### config.mk
export PLATFORM = sky130hd
export DESIGN_NAME = request_unit_top
export DESIGN_NICKNAME = d
export VERILOG_FILES = /design/src/core_pkg.sv /design/src/bus_pkg.sv /design/src/request_unit_top.sv /design/src/instruction_hold.sv /design/src/mem_port.sv /design/src/request_arbiter.sv
export SDC_FILE = /design/constraint.sdc
export NUM_CORES = 1
export LEC_CHECK = 0
export BUFFER_PORTS_ARGS = -buffer_cell sky130_fd_sc_hd__buf_2
export CORE_UTILIZATION = 40
export CTS_CLUSTER_SIZE = 14
export DETAILED_ROUTE_END_ITERATION = 6
export PLACE_DENSITY = 0.7
export SYNTH_ARGS = -nofsm -noshare
export SYNTH_HDL_FRONTEND = slang
export SYNTH_HIERARCHICAL = 1
export SYNTH_SLANG_ARGS = --single-unit
### constraint.sdc
create_clock -name clk -period 2.16 [get_ports clk]
set_input_delay 0.648 -clock clk [delete_from_list [all_inputs] [get_ports clk]]
set_output_delay 0.648 -clock clk [all_outputs]
set_load 0.005 [all_outputs]
### src/core_pkg.sv
package core_pkg;

    // Instruction word as seen by the core
    localparam int INSTR_W = 32;

    // addi x0, x0, 0
    // Shown after reset, after a flush and in place of a faulted fetch
    localparam logic [INSTR_W-1:0] NOP_INSTR = 32'h0000_0013;

endpackage

### src/bus_pkg.sv
package bus_pkg;

    // Memory bus widths
    localparam int ADDR_W = 32;
    localparam int DATA_W = 32;

    // Kind of access carried by one request on the single memory port
    typedef enum logic [1:0] {
        ACC_FETCH = 2'd0,
        ACC_LOAD  = 2'd1,
        ACC_STORE = 2'd2
    } access_t;

    // Step sequencer states
    // ST_DATA and ST_FETCH are the two wait states with a transfer in flight
    typedef enum logic [1:0] {
        ST_IDLE    = 2'd0,
        ST_DATA    = 2'd1,
        ST_FETCH   = 2'd2,
        ST_RELEASE = 2'd3
    } step_state_t;

endpackage
### src/request_unit_top.sv
`timescale 1ns/1ps

module request_unit_top #(
    parameter logic [bus_pkg::ADDR_W-1:0] reset_pc = '0
) (
    input  logic                          clk,
    input  logic                          rst,
    // Core side
    input  logic [bus_pkg::ADDR_W-1:0]    pc,
    input  logic                          branch_taken,
    input  logic [bus_pkg::ADDR_W-1:0]    branch_target,
    input  logic                          mem_read,
    input  logic                          mem_write,
    input  logic [bus_pkg::ADDR_W-1:0]    mem_addr,
    input  logic [bus_pkg::DATA_W-1:0]    mem_wdata,
    output logic [core_pkg::INSTR_W-1:0]  instr,
    output logic [bus_pkg::DATA_W-1:0]    load_data,
    output logic                          fetch_fault,
    output logic                          freeze,
    // Memory side
    output logic                          req_valid,
    output logic [bus_pkg::ADDR_W-1:0]    req_addr,
    output logic                          req_write,
    output logic [bus_pkg::DATA_W-1:0]    req_wdata,
    input  logic                          req_ready,
    input  logic                          resp_valid,
    input  logic [bus_pkg::DATA_W-1:0]    resp_data,
    input  logic                          resp_error
);

    logic                       issue;
    bus_pkg::access_t           issue_kind;
    logic [bus_pkg::ADDR_W-1:0] issue_addr;
    logic [bus_pkg::DATA_W-1:0] issue_wdata;
    logic                       done;
    bus_pkg::access_t           done_kind;
    logic [bus_pkg::DATA_W-1:0] done_data;
    logic                       done_error;
    logic                       capture;
    logic                       fault_capture;
    logic                       flush;

    request_arbiter #(
        .reset_pc (reset_pc)
    ) u_arbiter (
        .clk           (clk),
        .rst           (rst),
        .pc            (pc),
        .branch_taken  (branch_taken),
        .branch_target (branch_target),
        .mem_read      (mem_read),
        .mem_write     (mem_write),
        .mem_addr      (mem_addr),
        .mem_wdata     (mem_wdata),
        .done          (done),
        .done_kind     (done_kind),
        .done_error    (done_error),
        .issue         (issue),
        .issue_kind    (issue_kind),
        .issue_addr    (issue_addr),
        .issue_wdata   (issue_wdata),
        .capture       (capture),
        .fault_capture (fault_capture),
        .flush         (flush),
        .freeze        (freeze)
    );

    mem_port u_mem_port (
        .clk         (clk),
        .rst         (rst),
        .issue       (issue),
        .issue_kind  (issue_kind),
        .issue_addr  (issue_addr),
        .issue_wdata (issue_wdata),
        .req_ready   (req_ready),
        .resp_valid  (resp_valid),
        .resp_data   (resp_data),
        .resp_error  (resp_error),
        .req_valid   (req_valid),
        .req_addr    (req_addr),
        .req_write   (req_write),
        .req_wdata   (req_wdata),
        .done        (done),
        .done_kind   (done_kind),
        .done_data   (done_data),
        .done_error  (done_error),
        .load_data   (load_data)
    );

    instruction_hold u_hold (
        .clk           (clk),
        .rst           (rst),
        .capture       (capture),
        .fault_capture (fault_capture),
        .flush         (flush),
        .done_data     (done_data),
        .instr         (instr),
        .fetch_fault   (fetch_fault)
    );

endmodule

### src/instruction_hold.sv
`timescale 1ns/1ps

module instruction_hold (
    input  logic                          clk,
    input  logic                          rst,
    input  logic                          capture,
    input  logic                          fault_capture,
    input  logic                          flush,
    input  logic [bus_pkg::DATA_W-1:0]    done_data,
    output logic [core_pkg::INSTR_W-1:0]  instr,
    output logic                          fetch_fault
);

    // Word stays put through the whole freeze
    always_ff @(posedge clk or posedge rst) begin
        if (rst) begin
            instr       <= core_pkg::NOP_INSTR;
            fetch_fault <= 1'b0;
        end else if (capture) begin
            instr       <= done_data;
            fetch_fault <= 1'b0;
        end else if (fault_capture) begin
            // Bad fetch shows up as a no-op with the flag raised
            instr       <= core_pkg::NOP_INSTR;
            fetch_fault <= 1'b1;
        end else if (flush) begin
            instr       <= core_pkg::NOP_INSTR;
            fetch_fault <= 1'b0;
        end
    end

    a_capture_exclusive: assert property (
        @(posedge clk) disable iff (rst)
        !(capture && fault_capture)
    );

endmodule

### src/mem_port.sv
`timescale 1ns/1ps

module mem_port (
    input  logic                        clk,
    input  logic                        rst,
    input  logic                        issue,
    input  bus_pkg::access_t            issue_kind,
    input  logic [bus_pkg::ADDR_W-1:0]  issue_addr,
    input  logic [bus_pkg::DATA_W-1:0]  issue_wdata,
    input  logic                        req_ready,
    input  logic                        resp_valid,
    input  logic [bus_pkg::DATA_W-1:0]  resp_data,
    input  logic                        resp_error,
    output logic                        req_valid,
    output logic [bus_pkg::ADDR_W-1:0]  req_addr,
    output logic                        req_write,
    output logic [bus_pkg::DATA_W-1:0]  req_wdata,
    output logic                        done,
    output bus_pkg::access_t            done_kind,
    output logic [bus_pkg::DATA_W-1:0]  done_data,
    output logic                        done_error,
    output logic [bus_pkg::DATA_W-1:0]  load_data
);

    logic             outstanding;
    bus_pkg::access_t kind_q;

    always_ff @(posedge clk or posedge rst) begin
        if (rst) begin
            req_valid   <= 1'b0;
            outstanding <= 1'b0;
        end else begin
            if (issue) begin
                req_valid <= 1'b1;
            end else if (req_valid && req_ready) begin
                req_valid   <= 1'b0;
                outstanding <= 1'b1;
            end
            if (resp_valid) begin
                outstanding <= 1'b0;
            end
        end
    end

    // Request fields and kind are captured once per issue
    always_ff @(posedge clk) begin
        if (issue) begin
            req_addr  <= issue_addr;
            req_write <= (issue_kind == bus_pkg::ACC_STORE);
            req_wdata <= issue_wdata;
            kind_q    <= issue_kind;
        end
    end

    assign done       = resp_valid;
    assign done_kind  = kind_q;
    assign done_data  = resp_data;
    assign done_error = resp_error;

    // Only load completions touch the word returned to the core
    always_ff @(posedge clk or posedge rst) begin
        if (rst) begin
            load_data <= '0;
        end else if (resp_valid && kind_q == bus_pkg::ACC_LOAD) begin
            load_data <= resp_data;
        end
    end

    a_req_stable: assert property (
        @(posedge clk) disable iff (rst)
        req_valid && !req_ready |=>
            req_valid && $stable(req_addr) && $stable(req_write) && $stable(req_wdata)
    );

    a_no_overlap: assert property (
        @(posedge clk) disable iff (rst)
        issue |-> !outstanding && !req_valid
    );

    a_resp_expected: assert property (
        @(posedge clk) disable iff (rst)
        resp_valid |-> outstanding
    );

endmodule

### src/request_arbiter.sv
`timescale 1ns/1ps

module request_arbiter #(
    parameter logic [bus_pkg::ADDR_W-1:0] reset_pc = '0
) (
    input  logic                        clk,
    input  logic                        rst,
    input  logic [bus_pkg::ADDR_W-1:0]  pc,
    input  logic                        branch_taken,
    input  logic [bus_pkg::ADDR_W-1:0]  branch_target,
    input  logic                        mem_read,
    input  logic                        mem_write,
    input  logic [bus_pkg::ADDR_W-1:0]  mem_addr,
    input  logic [bus_pkg::DATA_W-1:0]  mem_wdata,
    input  logic                        done,
    input  bus_pkg::access_t            done_kind,
    input  logic                        done_error,
    output logic                        issue,
    output bus_pkg::access_t            issue_kind,
    output logic [bus_pkg::ADDR_W-1:0]  issue_addr,
    output logic [bus_pkg::DATA_W-1:0]  issue_wdata,
    output logic                        capture,
    output logic                        fault_capture,
    output logic                        flush,
    output logic                        freeze
);

    bus_pkg::step_state_t state;
    bus_pkg::step_state_t state_next;

    logic                       entered;
    logic                       redirect;
    logic [bus_pkg::ADDR_W-1:0] target_q;
    logic                       data_req;
    logic                       fetch_done;
    logic [bus_pkg::ADDR_W-1:0] fetch_addr;

    assign data_req   = mem_read || mem_write;
    assign fetch_done = done && (done_kind == bus_pkg::ACC_FETCH);

    // Redirect is preset out of reset so the first fetch goes to reset_pc
    assign fetch_addr = redirect ? target_q : pc;

    always_comb begin
        state_next = state;
        case (state)
            bus_pkg::ST_IDLE: begin
                state_next = data_req ? bus_pkg::ST_DATA : bus_pkg::ST_FETCH;
            end
            bus_pkg::ST_DATA: begin
                if (done && done_kind != bus_pkg::ACC_FETCH) begin
                    state_next = bus_pkg::ST_FETCH;
                end
            end
            bus_pkg::ST_FETCH: begin
                if (fetch_done) begin
                    state_next = bus_pkg::ST_RELEASE;
                end
            end
            default: begin
                state_next = bus_pkg::ST_IDLE;
            end
        endcase
    end

    always_ff @(posedge clk or posedge rst) begin
        if (rst) begin
            state    <= bus_pkg::ST_IDLE;
            entered  <= 1'b0;
            issue    <= 1'b0;
            flush    <= 1'b0;
            redirect <= 1'b1;
            target_q <= reset_pc;
        end else begin
            state   <= state_next;
            entered <= (state_next != state) &&
                       (state_next == bus_pkg::ST_DATA || state_next == bus_pkg::ST_FETCH);
            // Issue trails state entry by one cycle
            issue   <= entered;
            flush   <= (state == bus_pkg::ST_RELEASE) && branch_taken;
            if (state == bus_pkg::ST_RELEASE) begin
                redirect <= branch_taken;
                target_q <= branch_target;
            end
        end
    end

    // Core inputs are held while frozen, so the request fields can be combinational
    always_comb begin
        if (state == bus_pkg::ST_DATA) begin
            issue_kind = mem_write ? bus_pkg::ACC_STORE : bus_pkg::ACC_LOAD;
            issue_addr = mem_addr;
        end else begin
            issue_kind = bus_pkg::ACC_FETCH;
            issue_addr = fetch_addr;
        end
    end

    assign issue_wdata = mem_wdata;

    assign capture       = fetch_done && !done_error;
    assign fault_capture = fetch_done && done_error;

    assign freeze = (state != bus_pkg::ST_RELEASE);

    // One release cycle per step
    a_single_release: assert property (
        @(posedge clk) disable iff (rst)
        !freeze |=> freeze
    );

endmodule

After elaboration in Yosys (flattened, before gate mapping)
Index checks and enable logic that the tools add are counted.
Widths: inputs -> output; s select.
{"block": "word_totals", "ff_bits": 171, "inputBits": 168, "out_inout_bits": 132, "word_cells": 55}
{"block": "classes", "n_eq_ne": 9, "muxes": 16, "n_reduce_logical": 16}
{"op": "$mux 32", "n": 5}
{"op": "$mux 2", "n": 5}
{"op": "$eq 2x2->1 const B", "n": 4}
{"op": "$logic_and 1x1->1", "n": 8}
{"op": "$eq 2x1->1 const B", "n": 3}
{"op": "$pmux 2 s3", "n": 1}
{"op": "$mux 1", "n": 5}
{"op": "$logic_not 2->1", "n": 2}
{"op": "$reduce_bool 2->1", "n": 2}
{"op": "$reduce_bool 3->1", "n": 1}
{"op": "$logic_or 1x1->1", "n": 2}
{"op": "$ne 2x2->1", "n": 1}
{"op": "$ne 2x2->1 const B", "n": 1}
{"op": "$logic_not 1->1", "n": 1}

Longest topological paths before layout
Gate-level depths: netlist (run 1).
{"block": "logic_depth", "word_depth": 7, "mapped_depth": 7, "ltp_nobuf": 5}

Modules after synthesis
Netlist (run 1), hierarchy kept.
{"module": "mem_port", "instances": 1, "cells_each": 174, "area_each_um2": 3641.0, "seq_area_each_um2": 2837.7}
{"module": "request_arbiter", "instances": 1, "cells_each": 234, "area_each_um2": 2474.9, "seq_area_each_um2": 952.2}
{"module": "instruction_hold", "instances": 1, "cells_each": 115, "area_each_um2": 1427.6, "seq_area_each_um2": 829.5}

Worst setup path before layout (run 1)
OpenSTA, ideal clock, no wires.
{"block": "synth_timing", "path_type": "reg2reg", "start": "register u_arbiter.issue", "end": "register u_mem_port.kind_q[0], in the netlist u_mem_port/done_kind[0] (enable)", "setup_time_ns": 0.425, "t_arrival_ns": 1.663, "required_time_ns": 1.735, "setup_slack_ns": 0.072, "stages_incl_launch_ff": 1, "n_path_buf": 0, "synth_period_minus_slack_ns": 2.088, "cell_sequence": "dfrtp_1"}
{"element": "start: declaration", "line_no": "request_arbiter.sv:18", "source": "output logic issue,"}
{"element": "start signal: assignment", "line_no": "request_arbiter.sv:79", "source": "issue <= entered;"}
{"element": "end signal: assignment", "line_no": "mem_port.sv:51", "source": "kind_q <= issue_kind;"}
{"element": "end: declaration", "line_no": "mem_port.sv:26", "source": "bus_pkg::access_t kind_q;"}
No word-level cell between the ends.

Worst setup path in the final report (run 1)
{"block": "layout_timing", "start": "register u_arbiter.state[1]", "end": "output freeze"}
{"block": "layout_between", "elab_chain_cells": 1}
{"element": "start: declaration", "line_no": "request_arbiter.sv:28", "source": "bus_pkg::step_state_t state;"}
{"element": "start signal: assignment", "line_no": "request_arbiter.sv:68", "source": "state <= bus_pkg::ST_IDLE;"}
{"element": "start signal: assignment", "line_no": "request_arbiter.sv:75", "source": "state <= state_next;"}
{"element": "$ne 2x2->1", "line_no": "request_arbiter.sv:104", "source": "assign freeze = (state != bus_pkg::ST_RELEASE);"}
{"element": "end: declaration", "line_no": "request_unit_top.sv:19", "source": "output logic freeze,"}
No other way between the ends.

==> flow_metrics.env, run 1 <==
export IMPL_dp_hpwl_um=12600
export IMPL_syn_to_final_growth_pct=23.5
export IMPL_finalHoldWorstSlack_ns=0.271
export IMPL_worstPathRequired_ns=1.51
export IMPL_rrSetupSlack_ns=0.25
export IMPL_worstPathMaxFanout=14
export IMPL_ios=300
export IMPL_skew_ns=0.0139
export IMPL_grt_antenna_before_repair=2
export IMPL_fin_util=0.512
export IMPL_ys_ff_latch=171
export IMPL_fillers=1606
export IMPL_fmax_mhz=488
export IMPL_leakagePower_uw=0.00449
export IMPL_outcome="finished, final reports clean"
export IMPL_grt_pass1_vias=4988
export IMPL_numCtsBuffers=17
export IMPL_power_density_mw_per_mm2=1410
export IMPL_num_rows=49
export IMPL_rr_worst_depth=4
export IMPL_gp_congestion=0.771
export IMPL_fin_crit_sh=0.949
export IMPL_slew_violations=0
export IMPL_cts_sinks=171
export IMPL_grt_usage=0.180
export IMPL_nets=932
export IMPL_clock_path_buffers=2
export IMPL_vias_per_cell=4.71
export IMPL_r2r_end="u_hold/instr[18]$_DFFE_PP0P_"
export IMPL_dr_first_iter_drc_count=121
export IMPL_synth_avg_cell_area_um2=14.4
export IMPL_gr_total_overflow=0
export IMPL_final_cells=1007
export IMPL_postCtsHoldBufs=0
export IMPL_p_switching_uw=4130
export IMPL_die_area_mm2=0.0194
export IMPL_final_hold_violation_count=0
export IMPL_dr_total_vias=4741
export IMPL_relSlewSlack=0.216
export IMPL_core_mm2=0.0182
export IMPL_yosysWarnings=6
export IMPL_dieHeight_um=139
export IMPL_postCtsSetupRepairBufs=0
export IMPL_cp_arrival_ns=1.40
export IMPL_port_buffers=299
export IMPL_grt_pass1_wl_um=26700
export IMPL_p_seq_frac=0.442
export IMPL_final_setup_viol_count=0
export IMPL_p_int_uw=8980
export IMPL_drive_above_1_share=0.548
export IMPL_power_frac_comb=0.328
export IMPL_cts_resized_gates=0
export IMPL_start_util=0.414
export IMPL_dr_pass1_iters=4
export IMPL_clkTransAtPathRegs_ns=0.07
export IMPL_dp_cells=974
export IMPL_rsz0062_at_grt="false"
export IMPL_clk_latency_ns=0.43
export IMPL_synth_net_count=691
export IMPL_routed_wl_um=17100
export IMPL_worst_r2r_startpoint="u_mem_port/done_kind[0]$_DFFE_PP_"
export IMPL_die_w_um=139
export IMPL_syn_inst=523
export IMPL_antenna_left=0
export IMPL_final_cell_mix="buf_2 (299), dfrtp_1 (99), edfxtp_1 (67)"
export IMPL_startpoint_type="register"
export IMPL_synth_area_mm2=0.00754
export IMPL_clkPwrFrac=0.230
export IMPL_wl_per_cell_um=16.9
export IMPL_switching_share=0.315
export IMPL_max_vdd_ir_drop_uv=662
export IMPL_final_common_cell="buf_2"
export IMPL_drv_cap=0
export IMPL_hp_class="in2async"
export IMPL_path_class="reg2out"
export IMPL_ctsHtreeMaxLevel=4
export IMPL_synth_cell_type_count=34
export IMPL_root_buffer="clkbuf_16"
export IMPL_route_detailed_drc=0
export IMPL_synth_seq_area_share=0.612
export IMPL_tightest_slew_ns=1.18
export IMPL_cts_tree="built"
export IMPL_grt_max_degree=66
export IMPL_period_minus_slack_ns=2.05
export IMPL_cp_end_kind="output port"
area by class of cell:
type,count,area (um^2),share of cell area
well taps,229,287,0.0308
flip-flops and latches,171,4620,0.496
repair buffers,317,1680,0.181
diodes,1,2.50,0.000269
clock buffers,17,425,0.0457
multi-input cells,249,2100,0.226
inverters,8,30.0,0.00322
clock inverters,15,166,0.0179
state kept, by name, summed over array words and instances (netlist names):
name / cells
u_arbiter/flush: 1
u_arbiter/issue: 1
u_mem_port/load_data: 32
u_arbiter/target_q: 32
u_mem_port/req_addr: 32
u_mem_port/req_valid: 1
u_arbiter/entered: 1
u_arbiter/redirect: 1
u_mem_port/done_kind: 2
u_arbiter/state: 2
u_mem_port/req_wdata: 32
u_hold/fetch_fault: 1
u_hold/instr: 32
u_mem_port/req_write: 1
worst max-delay path: stages (launching register included):
cell     delay [ns]
dfrtp_1        0.63
nand2_8        0.17
buf_2          0.18
cells in the mapped netlist (all sizes together):
library cell,number,area (um^2)
and3,2,12.5
dfstp,4,105
o21ai,35,186
nand3b,1,20.0
nor2,4,17.5
edfxtp,67,2010
a21o,2,15.0
nand2,35,148
nand2b,1,6.26
nand4b,1,8.76
o211ai,1,7.51
mux2,64,833
clkbuf,5,35.0
dfrtp,100,2500
inv,8,30.0
buf,90,766
mux2i,32,320
a21oi,5,25.0
nor4,3,18.8
nor2b,32,208
a22o,29,254
and2,2,12.5
power groups by stage:
| stage | registers (uW) | logic [uW] | clock network (uW) |
|---|---|---|---|
| after detailed placement | 5860 | 4360 | 0 |
| final | 5800 | 4310 | 3010 |
| after global routing | 5980 | 4710 | 3250 |
| after CTS | 5810 | 4370 | 3130 |
| after floorplan | 5920 | 2690 | 0 |
| after global placement | 5830 | 4250 | 0 |
worst max path at each step:
| stage | start | endpoint | slack (ns) | cells after the start |
|---|---|---|---|---|
| 3_5_place_dp | resp_valid | u_hold/instr[14]$_DFFE_PP0P_ | -0.03 | 4 |
| 6_report | u_arbiter/state[1]$_DFF_PP0_ | freeze | 0.11 | 2 |
| 4_1_cts | u_arbiter/state[1]$_DFF_PP0_ | freeze | 0.1 | 2 |
| 5_1_grt | u_arbiter/state[1]$_DFF_PP0_ | freeze | 0.03 | 2 |
| 3_3_place_gp | resp_valid | u_hold/instr[3]$_DFFE_PP0P_ | 0.002 | 4 |
| 2_1_floorplan | u_arbiter/issue$_DFF_PP0_ | u_mem_port/done_kind[0]$_DFFE_PP_ | 0.07 | 0 |
through the flow:
step / setup TNS, ns / power, uW / instance area, um^2 / setup WS (ns)
2_1_floorplan: 0 / 8610 / 7540 / 0.0721
4_1_cts: 0 / 13300 / 9310 / 0.0993
3_3_place_gp: 0 / 10100 / 8720 / 0.00214
3_5_place_dp: -0.408 / 10200 / 8720 / -0.0294
5_1_grt: 0 / 13900 / 9310 / 0.0321
6_report: 0 / 13100 / 9310 / 0.110
metal layers:
| layer | GRT usage | up-vias | part of all wire |
|---|---|---|---|
| met5 | 0 | - | 0.00064 |
| met4 | 0.0608 | 2 | 0.020 |
| met3 | 0.0674 | 23 | 0.090 |
| li1 | - | 2261 | - |
| met2 | 0.300 | 226 | 0.47 |
| met1 | 0.214 | 2229 | 0.42 |
kinds of logic (layout without fill, tap and decap cells):
| group | after synthesis | count (layout) | synth area share |
|---|---|---|---|
| buf+inv | 103 | 357 | 0.110 |
| other cells | 0 | 1 | 0 |
| compound gates | 72 | 72 | 0.0647 |
| mux | 96 | 96 | 0.153 |
| flops | 171 | 171 | 0.612 |
| simple gates | 81 | 81 | 0.0599 |
No activity file was read; power rests on OpenSTA's default activity.
==> run 2: changes to the inputs <==
Settings changed: PLACE_DENSITY 0.7 to 0.71.
==> run 2 against run 1 <==
  * Sequential power is 1% lower
  * Non-clock buffer count is 6 lower
  * Global-route usage is 0.50 points lower
  * Clock-buffer cell count stayed put
  * Worst hold slack worse by 0.18 ns
  * Total power is 0.87% lower
  * Critical path depth stayed put
  * Flip-flop and latch count stayed put
  * Die area stayed put
  * Cell area is 0.62% lower
  * Critical endpoint unchanged
  * Largest cell class unchanged
==> flow_metrics.env, run 2 (synthesis gave the netlist of run 1 again) <==
export IMPL_crit_start="u_arbiter/state[1]$_DFF_PP0_"
export IMPL_max_vdd_ir_drop_uv=574
export IMPL_period_minus_slack_ns=2.01
export IMPL_slowest_stage="dfrtp_1"
export IMPL_fin_util=0.508
export IMPL_cp_depth=2
export IMPL_num_rows=49
export IMPL_r2r_end="u_hold/instr[20]$_DFFE_PP0P_"
export IMPL_cp_num_buf_inv=1
export IMPL_postCtsSetupRepairBufs=0
export IMPL_final_common_cell="buf_2"
export IMPL_die_w_um=139
export IMPL_rr_worst_depth=4
export IMPL_dr_pass1_iters=4
export IMPL_worstPathMaxFanout=13
export IMPL_final_cell_mix="buf_2 (299), dfrtp_1 (99), edfxtp_1 (67)"
export IMPL_vias_per_cell=4.70
export IMPL_clk_latency_ns=0.42
export IMPL_leakagePower_uw=0.00446
export IMPL_setup_ws_ns=0.150
export IMPL_dp_hpwl_um=12000
export IMPL_final_cells=1001
export IMPL_worstPathRequired_ns=1.51
export IMPL_antenna_left=0
export IMPL_clock_path_buffers=2
export IMPL_relSlewSlack=0.217
export IMPL_die_area_mm2=0.0194
export IMPL_nets=926
export IMPL_fmax_mhz=497
export IMPL_rsz0062_at_grt="false"
export IMPL_cts_resized_gates=0
export IMPL_hp_class="in2async"
export IMPL_start_util=0.414
export IMPL_rrSetupSlack_ns=0.24
export IMPL_critPathCapture="freeze"
export IMPL_syn_to_final_growth_pct=22.7
export IMPL_root_buffer="clkbuf_16"
export IMPL_routed_wl_um=16600
export IMPL_grt_max_degree=66
export IMPL_dr_total_vias=4707
export IMPL_dr_first_iter_drc_count=209
export IMPL_outcome="finished, final reports clean"
export IMPL_cp_end_kind="output port"
export IMPL_gr_total_overflow=0
export IMPL_tightest_slew_ns=1.17
export IMPL_skew_ns=0.0109
export IMPL_startpoint_type="register"
export IMPL_postCtsHoldBufs=0
export IMPL_stdcell_area_mm2=0.00926
export IMPL_cts_sinks=171
export IMPL_cts_tree="built"
export IMPL_dp_cells=968
export IMPL_drive_above_1_share=0.545
export IMPL_crit_chain="nand2_8 -> buf_2"
export IMPL_wl_per_cell_um=16.6
export IMPL_critPathTopFamily="flip-flops"
export IMPL_clkTransAtPathRegs_ns=0.07
export IMPL_finalHoldWorstSlack_ns=0.0930
export IMPL_core_mm2=0.0182
export IMPL_dp_slack_ns=-0.0164
export IMPL_route_detailed_drc=0
export IMPL_grt_pass1_vias=4950
export IMPL_final_hold_violation_count=0
export IMPL_power_density_mw_per_mm2=1400
export IMPL_numCtsBuffers=17
export IMPL_fillers=1594
export IMPL_path_class="reg2out"
export IMPL_worst_path_largest_cell_delay_ns=0.62
export IMPL_final_setup_viol_count=0
export IMPL_grt_usage=0.175
export IMPL_port_buffers=299
export IMPL_gp_congestion=0.713
export IMPL_fin_crit_sh=0.931
export IMPL_drv_cap=0
export IMPL_grt_pass1_wl_um=26100
export IMPL_cp_arrival_ns=1.36
export IMPL_dieHeight_um=139
export IMPL_slew_violations=0
export IMPL_ios=300
export IMPL_grt_antenna_before_repair=1
export IMPL_worst_r2r_startpoint="u_mem_port/done_kind[0]$_DFFE_PP_"
export IMPL_place_area_mm2=0.00869
export IMPL_ctsHtreeMaxLevel=4
==> run 2: cell count changes in the layout (fill, tap and decap cells not counted), sizes merged <==
cell / before / now
buf: 317 / 311
clkinv: 7 / 5
inv: 16 / 18
==> run 2: per-layer routing <==
layer  share of wire  up-vias  track usage
li1                -     2250            -
met1            0.42     2246        0.205
met2            0.49      200        0.300
met3           0.087       11       0.0647
met4          0.0099        0       0.0509
met5               0        -            0
==> run 2: worst min-delay path by stage <==
| stage | slack, ns | end | from | cells after the start |
|---|---|---|---|---|
| after floorplan | 0.33 | u_arbiter/issue$_DFF_PP0_ | u_arbiter/entered$_DFF_PP0_ | 0 |
| after global placement | 0.33 | u_arbiter/issue$_DFF_PP0_ | u_arbiter/entered$_DFF_PP0_ | 0 |
| after detailed placement | 0.34 | u_arbiter/issue$_DFF_PP0_ | u_arbiter/entered$_DFF_PP0_ | 0 |
| after CTS | 0.07 | u_mem_port/load_data[4]$_DFFE_PP0P_ | rst | 2 |
| after global routing | 0.06 | u_mem_port/load_data[4]$_DFFE_PP0P_ | rst | 2 |
| final | 0.09 | u_mem_port/load_data[4]$_DFFE_PP0P_ | rst | 2 |
==> run 2: where the power goes <==
| group | internal (uW) | leakage, uW | switching [uW] | total (uW) |
|---|---|---|---|---|
| registers | 5060 | 0.00191 | 670 | 5730 |
| clock network | 1540 | 0.000283 | 1420 | 2960 |
| logic | 2350 | 0.00227 | 1970 | 4320 |
| total | 8940 | 0.00446 | 4060 | 13000 |
==> run 2: metrics by stage <==
step	power, uW	TNS (ns)
2_1_floorplan	8610	0
3_3_place_gp	10000	0
3_5_place_dp	10200	-0.0485
4_1_cts	13200	0
5_1_grt	13800	0
6_report	13000	0
==> run 2: cell type report <==
cell class,count,area (um^2),area share
Timing Repair Buffer,311,1650,0.178
Sequential cell,171,4620,0.499
Antenna cell,1,2.50,0.000270
Tap cell,229,287,0.0310
Inverter,8,30.0,0.00324
Multi-Input combinational cell,249,2100,0.227
Clock buffer,17,425,0.0460
Clock inverter,15,141,0.0153
==> run 3: changes to the inputs <==
Settings changed: PLACE_DENSITY 0.71 to 0.68.
Clock period 2.16 ns to 2.2 ns, I/O delays scaled along.
==> run 3 against run 2 <==
  * Non-clock buffer count shrank 1
  * Highest routed layer is now met5
  * Critical path depth is the same
  * Worst hold slack gained 0.063 ns
  * First-iteration DRC count increased by 4.8%
  * Total power up 0.36%
  * Worst setup slack worse by 0.0069 ns
  * Clock-buffer cell count grew 3
  * Die area did not move
  * Clock power is 7.1% higher
  * Routed wire length up 2.2%
==> flow_metrics.env, run 3 (synthesis gave the netlist of run 1 again) <==
export IMPL_cts_resized_gates=0
export IMPL_grt_antenna_before_repair=1
export IMPL_die_area_mm2=0.0194
export IMPL_place_area_mm2=0.00869
export IMPL_skew_ns=0.0102
export IMPL_tightest_slew_ns=0.541
export IMPL_dp_hpwl_um=12100
export IMPL_fmax_mhz=486
export IMPL_outcome="finished, final reports clean"
export IMPL_hp_class="in2async"
export IMPL_p_switching_uw=3960
export IMPL_grt_pass1_wl_um=26600
export IMPL_dr_first_iter_drc_count=219
export IMPL_ios=300
export IMPL_grt_max_degree=69
export IMPL_postCtsHoldBufs=0
export IMPL_dieHeight_um=139
export IMPL_die_w_um=139
export IMPL_clkPwrFrac=0.243
export IMPL_vias_per_cell=4.77
export IMPL_drive_above_1_share=0.544
export IMPL_slowest_stage="dfrtp_1"
export IMPL_max_vdd_ir_drop_uv=559
export IMPL_worstPathMaxFanout=21
export IMPL_nets=925
export IMPL_cts_tree="built"
export IMPL_clk_latency_ns=0.42
export IMPL_postCtsSetupRepairBufs=0
export IMPL_fin_setup_tns_ns=0
export IMPL_leakagePower_uw=0.00449
export IMPL_root_buffer="clkbuf_16"
export IMPL_cts_sinks=171
export IMPL_clkTransAtPathRegs_ns=0.07
export IMPL_drv_cap=0
export IMPL_p_total_uw=13000
export IMPL_ctsHtreeMaxLevel=4
export IMPL_final_hold_violation_count=0
export IMPL_fin_crit_sh=0.935
export IMPL_numCtsBuffers=17
export IMPL_num_rows=49
export IMPL_final_cell_mix="buf_2 (299), dfrtp_1 (99), edfxtp_1 (67)"
export IMPL_final_cells=999
export IMPL_relSlewSlack=0.637
export IMPL_antenna_left=0
export IMPL_cp_arrival_ns=1.40
export IMPL_p_seq_frac=0.431
export IMPL_switching_share=0.303
export IMPL_cp_end_kind="output port"
export IMPL_core_mm2=0.0182
export IMPL_dr_pass1_iters=6
export IMPL_stdcell_area_mm2=0.00932
export IMPL_p_int_uw=9090
export IMPL_syn_to_final_growth_pct=23.6
export IMPL_rsz0062_at_grt="false"
export IMPL_dr_total_vias=4764
export IMPL_dp_cells=967
export IMPL_startpoint_type="register"
export IMPL_grt_usage=0.180
export IMPL_period_minus_slack_ns=2.06
export IMPL_worstPathRequired_ns=1.54
export IMPL_crit_chain="nand2_8 -> buf_2"
export IMPL_worst_path_largest_cell_delay_ns=0.60
export IMPL_final_setup_viol_count=0
export IMPL_cp_num_buf_inv=1
export IMPL_grt_pass1_vias=4818
export IMPL_routed_wl_um=17000
export IMPL_n_antenna_cell=0
export IMPL_critPathTopFamily="flip-flops"
export IMPL_port_buffers=299
export IMPL_power_density_mw_per_mm2=1400
export IMPL_final_common_cell="buf_2"
export IMPL_gr_total_overflow=0
export IMPL_clock_path_buffers=2
export IMPL_route_detailed_drc=0
export IMPL_power_frac_comb=0.326
export IMPL_slew_violations=0
export IMPL_wl_per_cell_um=17.0
export IMPL_path_class="reg2out"
export IMPL_start_util=0.414
export IMPL_gp_congestion=0.775
## run 3: metal layers
metal,part of all wire,vias up,track usage,wire length (um)
met1,0.42,2273,0.223,7200
met5,0.00076,-,0,13
met3,0.085,18,0.0668,1440
met4,0.014,2,0.0591,239
met2,0.48,226,0.290,8100
li1,-,2245,-,-
## run 3: power by group through the flow
stage / clock [uW] / combinational, uW / sequential, uW
after global routing: 3390 / 4650 / 5790
after global placement: 0 / 4230 / 5650
after floorplan: 0 / 2640 / 5810
after CTS: 3260 / 4320 / 5640
final: 3170 / 4260 / 5620
after detailed placement: 0 / 4330 / 5670
## run 3: final timing paths
kind | end | depth (start not counted) | from | slack [ns]
worst max-delay path | freeze | 2 | u_arbiter/state[1]$_DFF_PP0_ | 0.14
worst min register to register | u_arbiter/issue$_DFF_PP0_ | 0 | u_arbiter/entered$_DFF_PP0_ | 0.35
worst min-delay path | u_hold/instr[5]$_DFFE_PP0P_ | 2 | rst | 0.16
max in group asynchronous | u_hold/instr[0]$_DFFE_PP1P_ | 3 | rst | 1.38
min in group clk | u_arbiter/issue$_DFF_PP0_ | 0 | u_arbiter/entered$_DFF_PP0_ | 0.35
worst max register to register | u_hold/instr[30]$_DFFE_PP0P_ | 5 | u_mem_port/done_kind[0]$_DFFE_PP_ | 0.63
## run 3: area by class of cell
class / instances / area [um^2]
clock buffers: 20 / 500
clock inverters: 12 / 130
fillers: 1607 / 8890
inverters: 8 / 30.0
multi-input cells: 249 / 2100
flip-flops and latches: 171 / 4620
well taps: 229 / 287
repair buffers: 310 / 1650
## run 3: stage by stage
stage	hold slack, ns	setup slack [ns]	util
2_1_floorplan	0.331	0.112	-
3_3_place_gp	0.334	0.523	0.477
3_5_place_dp	0.337	0.438	0.477
4_1_cts	0.139	0.0878	0.512
5_1_grt	0.146	0.0298	0.512
6_report	0.156	0.143	0.512
